`src/hdl/mist_video_pkg.sv`:
```
/* MiST video pipeline types and constants */

package mist_video_pkg;

	// One color channel at the pins
	localparam int COLOR_W = 6;
	typedef logic [COLOR_W-1:0] color_t;

	// Scandoubler horizontal counter
	localparam int SD_HCNT_WIDTH = 10;
	typedef logic [SD_HCNT_WIDTH-1:0] hcnt_t;

	// Line buffer address width per half, one entry every fourth cycle
	localparam int SD_BUF_AW = SD_HCNT_WIDTH - 2;

	// Scanline darkening levels
	typedef logic [1:0] scanlines_t;
	localparam scanlines_t SL_NONE = 2'd0;
	localparam scanlines_t SL_25   = 2'd1;
	localparam scanlines_t SL_50   = 2'd2;
	localparam scanlines_t SL_75   = 2'd3;

	// OSD bitmap byte address, 256 bytes of 8 vertical dots each
	typedef logic [7:0] osd_addr_t;

	typedef enum logic {
		SPI_CMD,
		SPI_DATA
	} spi_state_t;

	// OSD window size in dots
	localparam int OSD_COLS = 64;
	localparam int OSD_ROWS = 32;

	// Window start, cycles after hsync falls and lines after vsync falls
	localparam hcnt_t OSD_X_OFFSET = 10'd32;
	localparam hcnt_t OSD_Y_OFFSET = 10'd4;

	// Lit dot color as {red, green, blue}
	localparam logic [2:0] OSD_COLOR = 3'b100;

	// SPI command bytes
	localparam logic [7:0] OSD_CMD_WRITE   = 8'h20;
	localparam logic [7:0] OSD_CMD_ENABLE  = 8'h41;
	localparam logic [7:0] OSD_CMD_DISABLE = 8'h40;

endpackage

```
`src/hdl/video_if.sv`:
```
/* Video stream bundle */

`timescale 1ns/1ps

interface video_if;

	mist_video_pkg::color_t r;
	mist_video_pkg::color_t g;
	mist_video_pkg::color_t b;
	// Active high sync pulses
	logic                   hs;
	logic                   vs;

	modport src (
		output r, g, b,
		output hs, vs
	);

	modport snk (
		input r, g, b,
		input hs, vs
	);

endinterface

```
`src/hdl/video_out_encoder.sv`:
```
/* YPbPr and sync output stage */

`timescale 1ns/1ps

module video_out_encoder (
	input  logic                   clk_sys,
	input  logic                   rst_i,
	input  logic                   ypbpr_i,
	input  logic                   scandoubler_disable_i,
	video_if.snk                   in,
	output mist_video_pkg::color_t vga_r_o,
	output mist_video_pkg::color_t vga_g_o,
	output mist_video_pkg::color_t vga_b_o,
	output logic                   vga_hs_o,
	output logic                   vga_vs_o
);

	logic [11:0]        y_sum;
	logic signed [12:0] rs;
	logic signed [12:0] gs;
	logic signed [12:0] bs;
	logic signed [12:0] pb_sum;
	logic signed [12:0] pr_sum;
	logic               use_cs;
	logic               cs;

	function automatic mist_video_pkg::color_t clamp6(logic signed [12:0] v);
		if (v < 0)
			clamp6 = '0;
		else if (v > 63)
			clamp6 = '1;
		else
			clamp6 = mist_video_pkg::color_t'(v[5:0]);
	endfunction

	assign rs = {7'd0, in.r};
	assign gs = {7'd0, in.g};
	assign bs = {7'd0, in.b};

	assign y_sum  = 19 * in.r + 37 * in.g + 8 * in.b;
	assign pb_sum = 32 * bs - 11 * rs - 21 * gs;
	assign pr_sum = 32 * rs - 27 * gs - 5 * bs;

	// Scart and YPbPr both want composite sync on the hsync pin
	assign use_cs = scandoubler_disable_i | ypbpr_i;
	assign cs     = ~(in.hs ^ in.vs);

	always_ff @(posedge clk_sys) begin
		if (rst_i) begin
			vga_r_o  <= '0;
			vga_g_o  <= '0;
			vga_b_o  <= '0;
			vga_hs_o <= 1'b0;
			vga_vs_o <= 1'b0;
		end else begin
			vga_r_o  <= ypbpr_i ? clamp6(13'sd32 + (pr_sum >>> 6)) : in.r;
			vga_g_o  <= ypbpr_i ? y_sum[11:6] : in.g;
			vga_b_o  <= ypbpr_i ? clamp6(13'sd32 + (pb_sum >>> 6)) : in.b;
			vga_hs_o <= use_cs ? cs : in.hs;
			vga_vs_o <= use_cs ? 1'b1 : in.vs;
		end
	end

endmodule

```
`src/flat_wrapper.sv`:
```
// flat-port wrapper written by rule: the top's interface ports become plain ports
module video_out_encoder_flat 
  (clk_sys, rst_i, ypbpr_i, scandoubler_disable_i, vga_r_o, vga_g_o, vga_b_o, vga_hs_o, vga_vs_o, in_r, in_g, in_b, in_hs, in_vs);
  video_if in_i ();
  input  logic clk_sys;
  input  logic rst_i;
  input  logic ypbpr_i;
  input  logic scandoubler_disable_i;
  output mist_video_pkg::color_t vga_r_o;
  output mist_video_pkg::color_t vga_g_o;
  output mist_video_pkg::color_t vga_b_o;
  output logic vga_hs_o;
  output logic vga_vs_o;
  input wire logic [$bits(in_i.r)-1:0] in_r;
  input wire logic [$bits(in_i.g)-1:0] in_g;
  input wire logic [$bits(in_i.b)-1:0] in_b;
  input wire logic [$bits(in_i.hs)-1:0] in_hs;
  input wire logic [$bits(in_i.vs)-1:0] in_vs;
  assign in_i.r = in_r;
  assign in_i.g = in_g;
  assign in_i.b = in_b;
  assign in_i.hs = in_hs;
  assign in_i.vs = in_vs;
  video_out_encoder u_core (.clk_sys(clk_sys), .rst_i(rst_i), .ypbpr_i(ypbpr_i), .scandoubler_disable_i(scandoubler_disable_i), .in(in_i), .vga_r_o(vga_r_o), .vga_g_o(vga_g_o), .vga_b_o(vga_b_o), .vga_hs_o(vga_hs_o), .vga_vs_o(vga_vs_o));
endmodule
```
`config.mk`:
```
export PLATFORM = sky130hd
export DESIGN_NAME = video_out_encoder_flat
export DESIGN_NICKNAME = d
export VERILOG_FILES = /design/src/hdl/mist_video_pkg.sv /design/src/hdl/video_if.sv /design/src/hdl/video_out_encoder.sv /design/src/flat_wrapper.sv
export SDC_FILE = /design/constraint.sdc
export NUM_CORES = 1
export LEC_CHECK = 0
export ABC_AREA = 1
export ABC_CLOCK_PERIOD_IN_PS = 12600
export BUFFER_PORTS_ARGS = -buffer_cell sky130_fd_sc_hd__buf_2
export CORE_MARGIN = 1
export CORE_UTILIZATION = 49
export CTS_CLUSTER_DIAMETER = 30
export DETAILED_ROUTE_END_ITERATION = 12
export PLACE_DENSITY = 0.68
export SLEW_MARGIN = 20
export SYNTH_ARGS = -nofsm -noshare
export SYNTH_HDL_FRONTEND = slang
export SYNTH_SLANG_ARGS = --single-unit
export TNS_END_PERCENT = 30
```
`constraint.sdc`:
```
create_clock -name clk_sys -period 12.6 [get_ports clk_sys]
set_input_delay 2.52 -clock clk_sys [delete_from_list [all_inputs] [get_ports clk_sys]]
set_output_delay 2.52 -clock clk_sys [all_outputs]
set_load 0.05 [all_outputs]
```
==> impl_results.md, run 1 <==
* Pre-CTS setup slack at roughly 5.7 ns
* Max FO, Critical Path at 6
* Initial antenna violation count at 0
* Distinct cells, synth at 27
* Compound-Gate Fraction of Synth Area at 0.0912
* Final WS setup at roughly 5.9 ns
* RSZ-0062 raised after global routing: false
* Final ANT Viol Nets at 0
* Rows at 35
* Post-synth net total at roughly 840
* Global-route usage over all layers at 0.234
* XOR/XNOR Fraction of Synth Area at 0.0523
* Sequential area share after synthesis at 0.0825
* Largest cells by area after synthesis: ha_1 (30%), fa_1 (16%), inv_1 (11%)
* Fmax at around 0.15 GHz
* Port Buffers at 43
* Starting DRC count in detailed routing at approximately 160
* Worst vdd ir at between 0.1 and 0.15 mV
* Slowest cell delay on critical path at between 0.5 and 0.6 ns
* Die Y at roughly 100 um
* Setup_tns at 0 ns
* Worst Path Required at between 10 and 15 ns
* Area delta synth->final at 8.48%
* CTS hold repair buffers at 0
* Synth Instances at 657
* CTS H-tree lvls at 1
* Leakage at between 3 and 4 nW
* Worst Setup Start Kind: input port
* Crit end category: register
* Synthesized cell area at 4860 um2
* Post-CTS sizing at 0
* HPWL after DPL at 10100 um
* CP Cell Sequence: buf_2 -> ha_1 -> fa_1 -> inv_1 -> fa_1 -> inv_1 -> ha_1 -> a21oi_1 -> o21ai_0 -> xor2_1 -> fa_1 -> inv_1 -> ha_1 -> nand2_1 -> inv_1 -> nand2_1 -> nand2_1 -> nand2_1 -> nand3_2 -> nor2_2 -> nor2_4 -> nand3_1 -> a21oi_1
* Worst-path clk slew at ~0.06 ns
* Critical path type: input port to register
* Sink Count at 20
* Via count at between 4000 and 5000
* Largest family of logic cells by synthesized area: adder cells
* Post-synthesis sequential element count at 20
* Die Area at 10300 um2
* Synth warn at 0
* Total power divided by cell area at ~200 nW/um2
* Global-route wire length before repair at between 15000 and 20000 um
* GR Overflow Total at 0
* Clock Path Buffers at 2
* Final setup violation count at 0
* CTS tree: built
* Largest net degree at the start of global routing at 20
* Simple-gate portion of the synthesized area at 0.187
* Asr flop ratio synth at 0
* Average wire per standard cell at about 14 um
* Mux cell area share after synthesis at 0
* Area leader, netlist: ha_1
* Syn_area_per_cell at roughly 7.4 um2
* Share of the synthesized area in the top cell type at 0.301
* Vias in the first global route at slightly above 4000
* Final Wtd Congestion at 0.970
* Remaining DRCs at 0
* Outcome: completed
* Synth Area in Adders at 0.466
* Most common cell in the netlist: inv_1
* Worst-margin pin slew at 0.423 ns
* Nets at between 800 and 900
* CTS buffer count at 3
* Min cycle time layout at 6.66 ns
* DR pass1 iterations at 4
* Final hold violations at 0
* Pins Over Slew Limit at 0
* IO Pins at between 40 and 50
* Period utilization at 0.529
* Via density at about 5.1
* Worst Hold Class: input port to register
* Postcts setup bufs at 0
* Number of synthesized flops with an enable pin at 0
* Inserted Diodes at 0
* Crit-path slowest cell: fa_1
* Post-synth top cells: inv_1 (145), nand2_1 (127), ha_1 (117)
* Max-Cap Viols at 0
* Initial core utilization at 0.516
* Worst EP arrival at 6.79 ns
* Top_reg_cell synth: dfxtp_1
* Share of layout cells above drive strength 1 at 0.0787
* Rel. slew slack at 0.717
* CORE AREA at 9420 um2
* DRT Wirelength at between 10000 and 15000 um
* Die X at 102 um
* Clock root buffer: clkbuf_8
==> metal layers <==
metal | global-route usage | up-vias | wire length, um
li1 | - | 2167 | -
met1 | 0.322 | 1953 | 5520
met2 | 0.407 | 110 | 5290
met3 | 0.00690 | 12 | 453
met4 | 0.0524 | 0 | 181
met5 | 0 | - | 0
==> placed cells by master (no fill, tap or decap) <==
| cell type | instances |
|---|---|
| o221ai_1 | 2 |
| nand4_1 | 9 |
| xnor2_1 | 6 |
| nand3_1 | 25 |
| nand2_1 | 127 |
| nand2_2 | 2 |
| xor2_1 | 23 |
| nor2_2 | 2 |
| buf_2 | 43 |
| o21ai_1 | 2 |
| o211ai_1 | 4 |
| clkbuf_8 | 3 |
| ha_1 | 117 |
| a21oi_1 | 46 |
| nor3_1 | 2 |
| inv_2 | 2 |
| a31oi_1 | 2 |
| o21ai_0 | 12 |
| dfxtp_1 | 20 |
| nor2_1 | 51 |
| bufinv_16 | 1 |
| a21o_1 | 4 |
| inv_1 | 145 |
| o21bai_1 | 7 |
| fa_1 | 40 |
| nor2_4 | 1 |
| nand3_2 | 1 |
==> state kept, by name (all words and copies together) (netlist names) <==
register	cells
u_core.vga_g_o	6
u_core.vga_b_o	6
u_core.vga_hs_o	1
u_core.vga_vs_o	1
u_core.vga_r_o	6
==> worst max-delay path, delay by kind of cell <==
family          cells  cell delay (ns)
xor+xnor            1             0.19
fa+ha+maj           6             2.57
compound gates      3             0.44
simple gates        8             0.67
buf+inv             5             0.38
==> cells by family after synthesis <==
| group | count (synthesis) |
|---|---|
| AND/OR/NAND/NOR | 220 |
| adder cells (fa/ha/maj) | 157 |
| buffers and inverters | 152 |
| AO/OA/AOI/OAI | 79 |
| XOR/XNOR | 29 |
| flip-flops | 20 |
==> path summary, 6_finish.rpt <==
| path | start | end | slack (ns) | cells past startpoint |
|---|---|---|---|---|
| max | in_g[1] | u_core.vga_r_o[4] | 5.94 | 23 |
| min | in_hs | u_core.vga_hs_o | 2.47 | 2 |
==> through the flow <==
stage                     total power, W  utilization  area, um2  instances  hold WS [ns]
after floorplan                 0.000806            -       4860        657          2.61
after global placement          0.000986        0.552       5200        824          2.71
after detailed placement        0.000997        0.552       5200        824          2.73
after CTS                        0.00106        0.559       5270        828          2.47
after global routing             0.00120        0.559       5270        828          2.46
final                            0.00106        0.559       5270        828          2.47
==> final cells by class <==
cell class / instances / area (um2)
inverters: 147 / 552
clock inverters: 1 / 30.0
well taps: 129 / 161
multi-input cells: 485 / 3870
clock buffers: 3 / 41.3
flip-flops and latches: 20 / 400
repair buffers: 43 / 215
fillers: 944 / 4150
==> where the power goes <==
| part | leakage (nW) | switching, W | internal, W | total, W |
|---|---|---|---|---|
| Clock | 0.0357 | 0.0000193 | 0.0000423 | 0.0000616 |
| Combinational | 2.94 | 0.000586 | 0.000326 | 0.000912 |
| Sequential | 0.167 | 0.00000652 | 0.0000844 | 0.0000909 |
(Power assumes the default switching activity.)
==> run 2, diff against run 1 <==
Settings changed: ABC_CLOCK_PERIOD_IN_PS 12600 to 5400, PLACE_DENSITY 0.68 to 0.7.
Clock period 12.6 ns to 5.4 ns, I/O delays scaled along.
==> run 2 against run 1 <==
Worst setup slack worse by 5.7 ns. Clock power up 140%. Cell count up 0.60%. Critical endpoint unchanged. Critical path depth down 2. Combinational power up 140%. Die area unchanged. Sequential power up 130%. Routed wire length up 1.8%. Power up 140%. Count of clock-buffer cells in the layout unchanged. Largest cell class unchanged. Via count about the same. Highest routed layer unchanged.
==> impl_results.md, run 2 (synthesis results as in run 1) <==
* Outcome: completed
* DRT Wirelength at approximately 12000 um
* Commonest cells after routing, fill and taps aside: inv_1 (145), nand2_1 (127), ha_1 (117)
* Starting DRC count in detailed routing at around 140
* Reg power frac at 0.083
* Hold EP: u_core.vga_hs_o
* GR Overflow Total at 0
* Die Y at 102 um
* Worst-margin pin slew at 0.426 ns
* Rel. slew slack at 0.715
* Vias in the first global route at about 4200
* Total power divided by cell area at 473 nW/um2
* Worst Hold Class: input port to register
* Comb power frac at 0.859
* Psw at about 0.0014 W
* Largest net degree at the start of global routing at 20
* Clk pwr share at 0.058
* Crit end category: register
* Biggest regs: u_core.vga_b_o (6), u_core.vga_g_o (6), u_core.vga_r_o (6)
* Initial core utilization at 0.516
* Net Sw Frac at 0.574
* Worst-path clk slew at roughly 0.070 ns
* Final setup violation count at 0
* Commonest non-fill, non-tap cell in the layout: inv_1
* Max FO, Critical Path at 5
* Clock root buffer: clkbuf_8
* Critical path type: input port to register
* Postcts setup bufs at 0
* Global-route usage over all layers at 0.243
* Area delta synth->final at 9.25%
* Max-Cap Viols at 0
* Worst EP arrival at between 5 and 6 ns
* Final ANT Viol Nets at 0
* DR pass1 iterations at 4
* Clock Path Buffers at 2
* Cell internal pwr at about 0.0011 W
* Pins Over Slew Limit at 0
* Worst hold slack at 1.01 ns
* Final hold violations at 0
* Inserted Diodes at 0
* Die X at between 100 and 150 um
* Post-CTS sizing at 0
* Period utilization at 0.949
* Nets at about 900
* Worst vdd ir at around 0.26 mV
* Rows at 35
* Via count at between 4000 and 5000
* Global-route wire length before repair at roughly 20000 um
* Final Wtd Congestion at ~0.87
* HPWL after DPL at 10400 um
* IO Pins at 44
* Hold path depth at 2
* Worst Path Required at between 5 and 6 ns
* CTS hold repair buffers at 0
* Initial antenna violation count at 0
* Hold path startpoint: in_hs
* CORE AREA at roughly 9400 um2
* CTS H-tree lvls at 1
* Share of layout cells above drive strength 1 at 0.0852
* Die Area at roughly 10000 um2
* Via density at 5.09
* Worst Setup Start Kind: input port
* CTS tree: built
* Min cycle time layout at 5.12 ns
* Average wire per standard cell at ~14 um
* RSZ-0062 raised after global routing: false
* Remaining DRCs at 0
* CTS buffer count at 3
* Port Buffers at 43
* Pwr Total at about 0.0025 W
* Fmax at ~0.20 GHz
* Leakage at approximately 3.2 nW
* Sink Count at 20
-- run 2: cell count changes in the layout (fill, tap and decap cells not counted) --
cell | before | now
buf_4 | 0 | 5
o21ai_0 | 12 | 10
o21ai_1 | 2 | 4
-- run 2: worst max-delay path: stages --
cell and delay [ns]:
buf_2 0.14, ha_1 0.34, fa_1 0.51, inv_1 0.05, fa_1 0.49, inv_1 0.04, ha_1 0.34, a21oi_1 0.19
o221ai_1 0.15, xor2_1 0.19, fa_1 0.51, inv_1 0.04, ha_1 0.35, nand2_1 0.09, nand2_1 0.06, a21oi_1 0.18
nand3_2 0.12, nor2_2 0.14, nor2_4 0.05, nand3_1 0.08, a21oi_1 0.07
-- run 2: metal layers --
layer,part of all wire,GRT usage,up-vias,wire [um]
met5,0,0,-,0
met4,0.019,0.0479,0,223
met3,0.027,0.0124,18,316
met2,0.45,0.409,76,5220
met1,0.51,0.346,1969,5880
li1,-,-,2177,-
-- run 2: worst max path at each step --
stage | slack (ns) | endpoint | cells past startpoint | start
after floorplan | 0.42 | u_core.vga_r_o[1] | 22 | in_g[1]
after global placement | 0.07 | u_core.vga_r_o[1] | 23 | in_g[1]
after detailed placement | -0.02 | u_core.vga_r_o[4] | 23 | in_g[1]
after CTS | 0.23 | u_core.vga_r_o[4] | 23 | in_g[1]
after global routing | 0.01 | u_core.vga_r_o[1] | 21 | in_g[1]
final | 0.28 | u_core.vga_r_o[4] | 21 | in_g[1]
-- run 2: layout make-up --
class                   count  area [um2]
well taps                 129         161
fillers                   898        4110
flip-flops and latches     20         400
clock buffers               3        41.3
repair buffers             48         253
inverters                 147         552
multi-input cells         485        3870
clock inverters             1        30.0
-- run 2: metrics by stage --
| stage | area (um2) | util | setup TNS (ns) | worst slack, ns | std cells |
|---|---|---|---|---|---|
| after floorplan | 4860 | - | 0 | 0.416 | 657 |
| after global placement | 5230 | 0.556 | 0 | 0.0716 | 829 |
| after detailed placement | 5230 | 0.556 | -0.0647 | -0.0210 | 829 |
| after CTS | 5310 | 0.563 | 0 | 0.233 | 833 |
| after global routing | 5310 | 0.563 | 0 | 0.0136 | 833 |
| final | 5310 | 0.563 | 0 | 0.275 | 833 |
-- run 2: power by group through the flow --
stage / registers [W] / clock network, W / logic, W
final: 0.000209 / 0.000145 / 0.00215
after CTS: 0.000209 / 0.000147 / 0.00215
after floorplan: 0.000383 / 0 / 0.00150
after global routing: 0.000212 / 0.000153 / 0.00246
after detailed placement: 0.000212 / 0 / 0.00214
after global placement: 0.000213 / 0 / 0.00211
==> run 3, diff against run 2 <==
Settings changed: CORE_ASPECT_RATIO set to 1.1.
==> run 3 against run 2 <==
Worst setup slack lost 0.024 ns. Via count down 0.66%. Critical path depth did not move. Power increased by 0.35%. Cell area down 0.12%.
==> impl_results.md, run 3 (synthesis results as in run 1) <==
* CTS H-tree lvls at 1
* Global-route wire length before repair at approximately 19000 um
* Pins Over Slew Limit at 0
* RSZ-0062 raised after global routing: false
* Max-Cap Viols at 0
* Period utilization at 0.954
* Worst Hold Class: input port to register
* Die Area at around 10000 um2
* Worst EP arrival at around 5.3 ns
* Max FO, Critical Path at 6
* Placed cells at around 820
* Outcome: completed
* Top sig layer: met4
* Fmax at 0.194 GHz
* Largest net degree at the start of global routing at 20
* Via count at roughly 4200
* Clock Path Buffers at 2
* Min cycle time layout at ~5.1 ns
* CTS tree: built
* Remaining DRCs at 0
* Setup_tns at 0 ns
* Die Y at 106 um
* Total power divided by cell area at 475 nW/um2
* Met3 wire length at 360 um
* Final Wtd Congestion at 0.874
* DR pass1 iterations at 5
* Initial core utilization at 0.512
* Die X at 96.9 um
* Psw at between 0.001 and 0.0015 W
* CTS buffer count at 3
* Rel. slew slack at 0.706
* CP Cell Sequence: buf_2 -> ha_1 -> fa_1 -> inv_1 -> fa_1 -> inv_1 -> ha_1 -> a21oi_1 -> o221ai_1 -> xor2_1 -> fa_1 -> inv_1 -> ha_1 -> nand2_1 -> nand2_1 -> a21oi_1 -> nand3_2 -> nor2_2 -> nor2_4 -> nand3_1 -> a21oi_1
* Post-Layout Cell Count at 820
* Crit end category: register
* IO Pins at 44
* Net Sw Frac at 0.571
* DRT Wirelength at about 12000 um
* CORE AREA at approximately 9500 um2
* Worst-path clk slew at around 0.070 ns
* Share of layout cells above drive strength 1 at 0.0868
* Reg power frac at 0.082
* CP delay by family, top: adder cells
* Starting DRC count in detailed routing at 179
* Crit-path slowest cell: fa_1
* DR WL met2 at between 5000 and 6000 um
* Rows at 37
* Postcts setup bufs at 0
* Sink Count at 20
* Worst Setup Start Kind: input port
* Initial antenna violation count at 0
* Commonest non-fill, non-tap cell in the layout: inv_1
* Worst Path Required at 5.52 ns
* Slowest cell delay on critical path at a little over 0.5 ns
* GR Overflow Total at 0
* Commonest cells after routing, fill and taps aside: inv_1 (145), nand2_1 (127), ha_1 (116)
* Vias in the first global route at 4211
* Clk pwr share at 0.057
* Leakage at 3.16 nW
* Global-route usage over all layers at 0.233
* Critical path type: input port to register
* Final hold violations at 0
* Final ANT Viol Nets at 0
* Via density at ~5
* Cell internal pwr at roughly 0.0011 W
* Final setup violation count at 0
* CTS hold repair buffers at 0
* Biggest regs: u_core.vga_b_o (6), u_core.vga_g_o (6), u_core.vga_r_o (6)
* Worst-margin pin slew at ~0.44 ns
* Port Buffers at between 40 and 50
* Bufs and invs on worst path at 4
* Nets at 885
* Met1 wire length at roughly 5700 um
* Inserted Diodes at 0
* Post-CTS sizing at 0
* Worst vdd ir at roughly 0.25 mV
* Area delta synth->final at 9.12%
* Comb power frac at 0.861
* Average wire per standard cell at roughly 14 um
* HPWL after DPL at between 10000 and 15000 um
* Clock root buffer: clkbuf_8
run 3: changes by cell type in the layout (fill, tap and decap cells not counted):
cell	delta
a21oi_1	-1
a21oi_2	+1
buf_4	-1
ha_1	-1
ha_4	+1
run 3: power by group through the flow:
stage,logic (W),registers (W),clock network (W)
after floorplan,0.00150,0.000383,0
after global placement,0.00208,0.000212,0
after detailed placement,0.00211,0.000212,0
after CTS,0.00213,0.000208,0.000145
after global routing,0.00246,0.000213,0.000152
final,0.00216,0.000207,0.000143
run 3: cell type report:
cell class / count / area (um2)
fillers: 904 / 4190
multi-input cells: 485 / 3880
inverters: 147 / 552
flip-flops and latches: 20 / 400
repair buffers: 47 / 245
well taps: 117 / 146
clock buffers: 3 / 41.3
clock inverters: 1 / 30.0
run 3: through the flow:
| stage | power (W) | setup WS [ns] | area, um2 | hold slack, ns | utilization |
|---|---|---|---|---|---|
| 2_1_floorplan | 0.00188 | 0.416 | 4860 | 1.17 | - |
| 3_3_place_gp | 0.00229 | 0.0199 | 5210 | 1.27 | 0.549 |
| 3_5_place_dp | 0.00232 | -0.0265 | 5210 | 1.27 | 0.549 |
| 5_1_grt | 0.00282 | 0.0265 | 5300 | 1.01 | 0.558 |
| 6_report | 0.00252 | 0.251 | 5300 | 1.01 | 0.558 |
| 4_1_cts | 0.00248 | 0.229 | 5280 | 1.00 | 0.557 |
run 3: metal layers:
layer,GRT usage,up-vias
met1,0.323,1913
met4,0.0704,0
met3,0.0125,18
met5,0,-
met2,0.392,105
li1,-,2176
run 3: worst paths after layout:
| check | depth (start not counted) | end | slack [ns] | from |
|---|---|---|---|---|
| worst max-delay path | 21 | u_core.vga_r_o[4] | 0.25 | in_g[1] |
| worst min-delay path | 2 | u_core.vga_hs_o | 1.01 | in_hs |
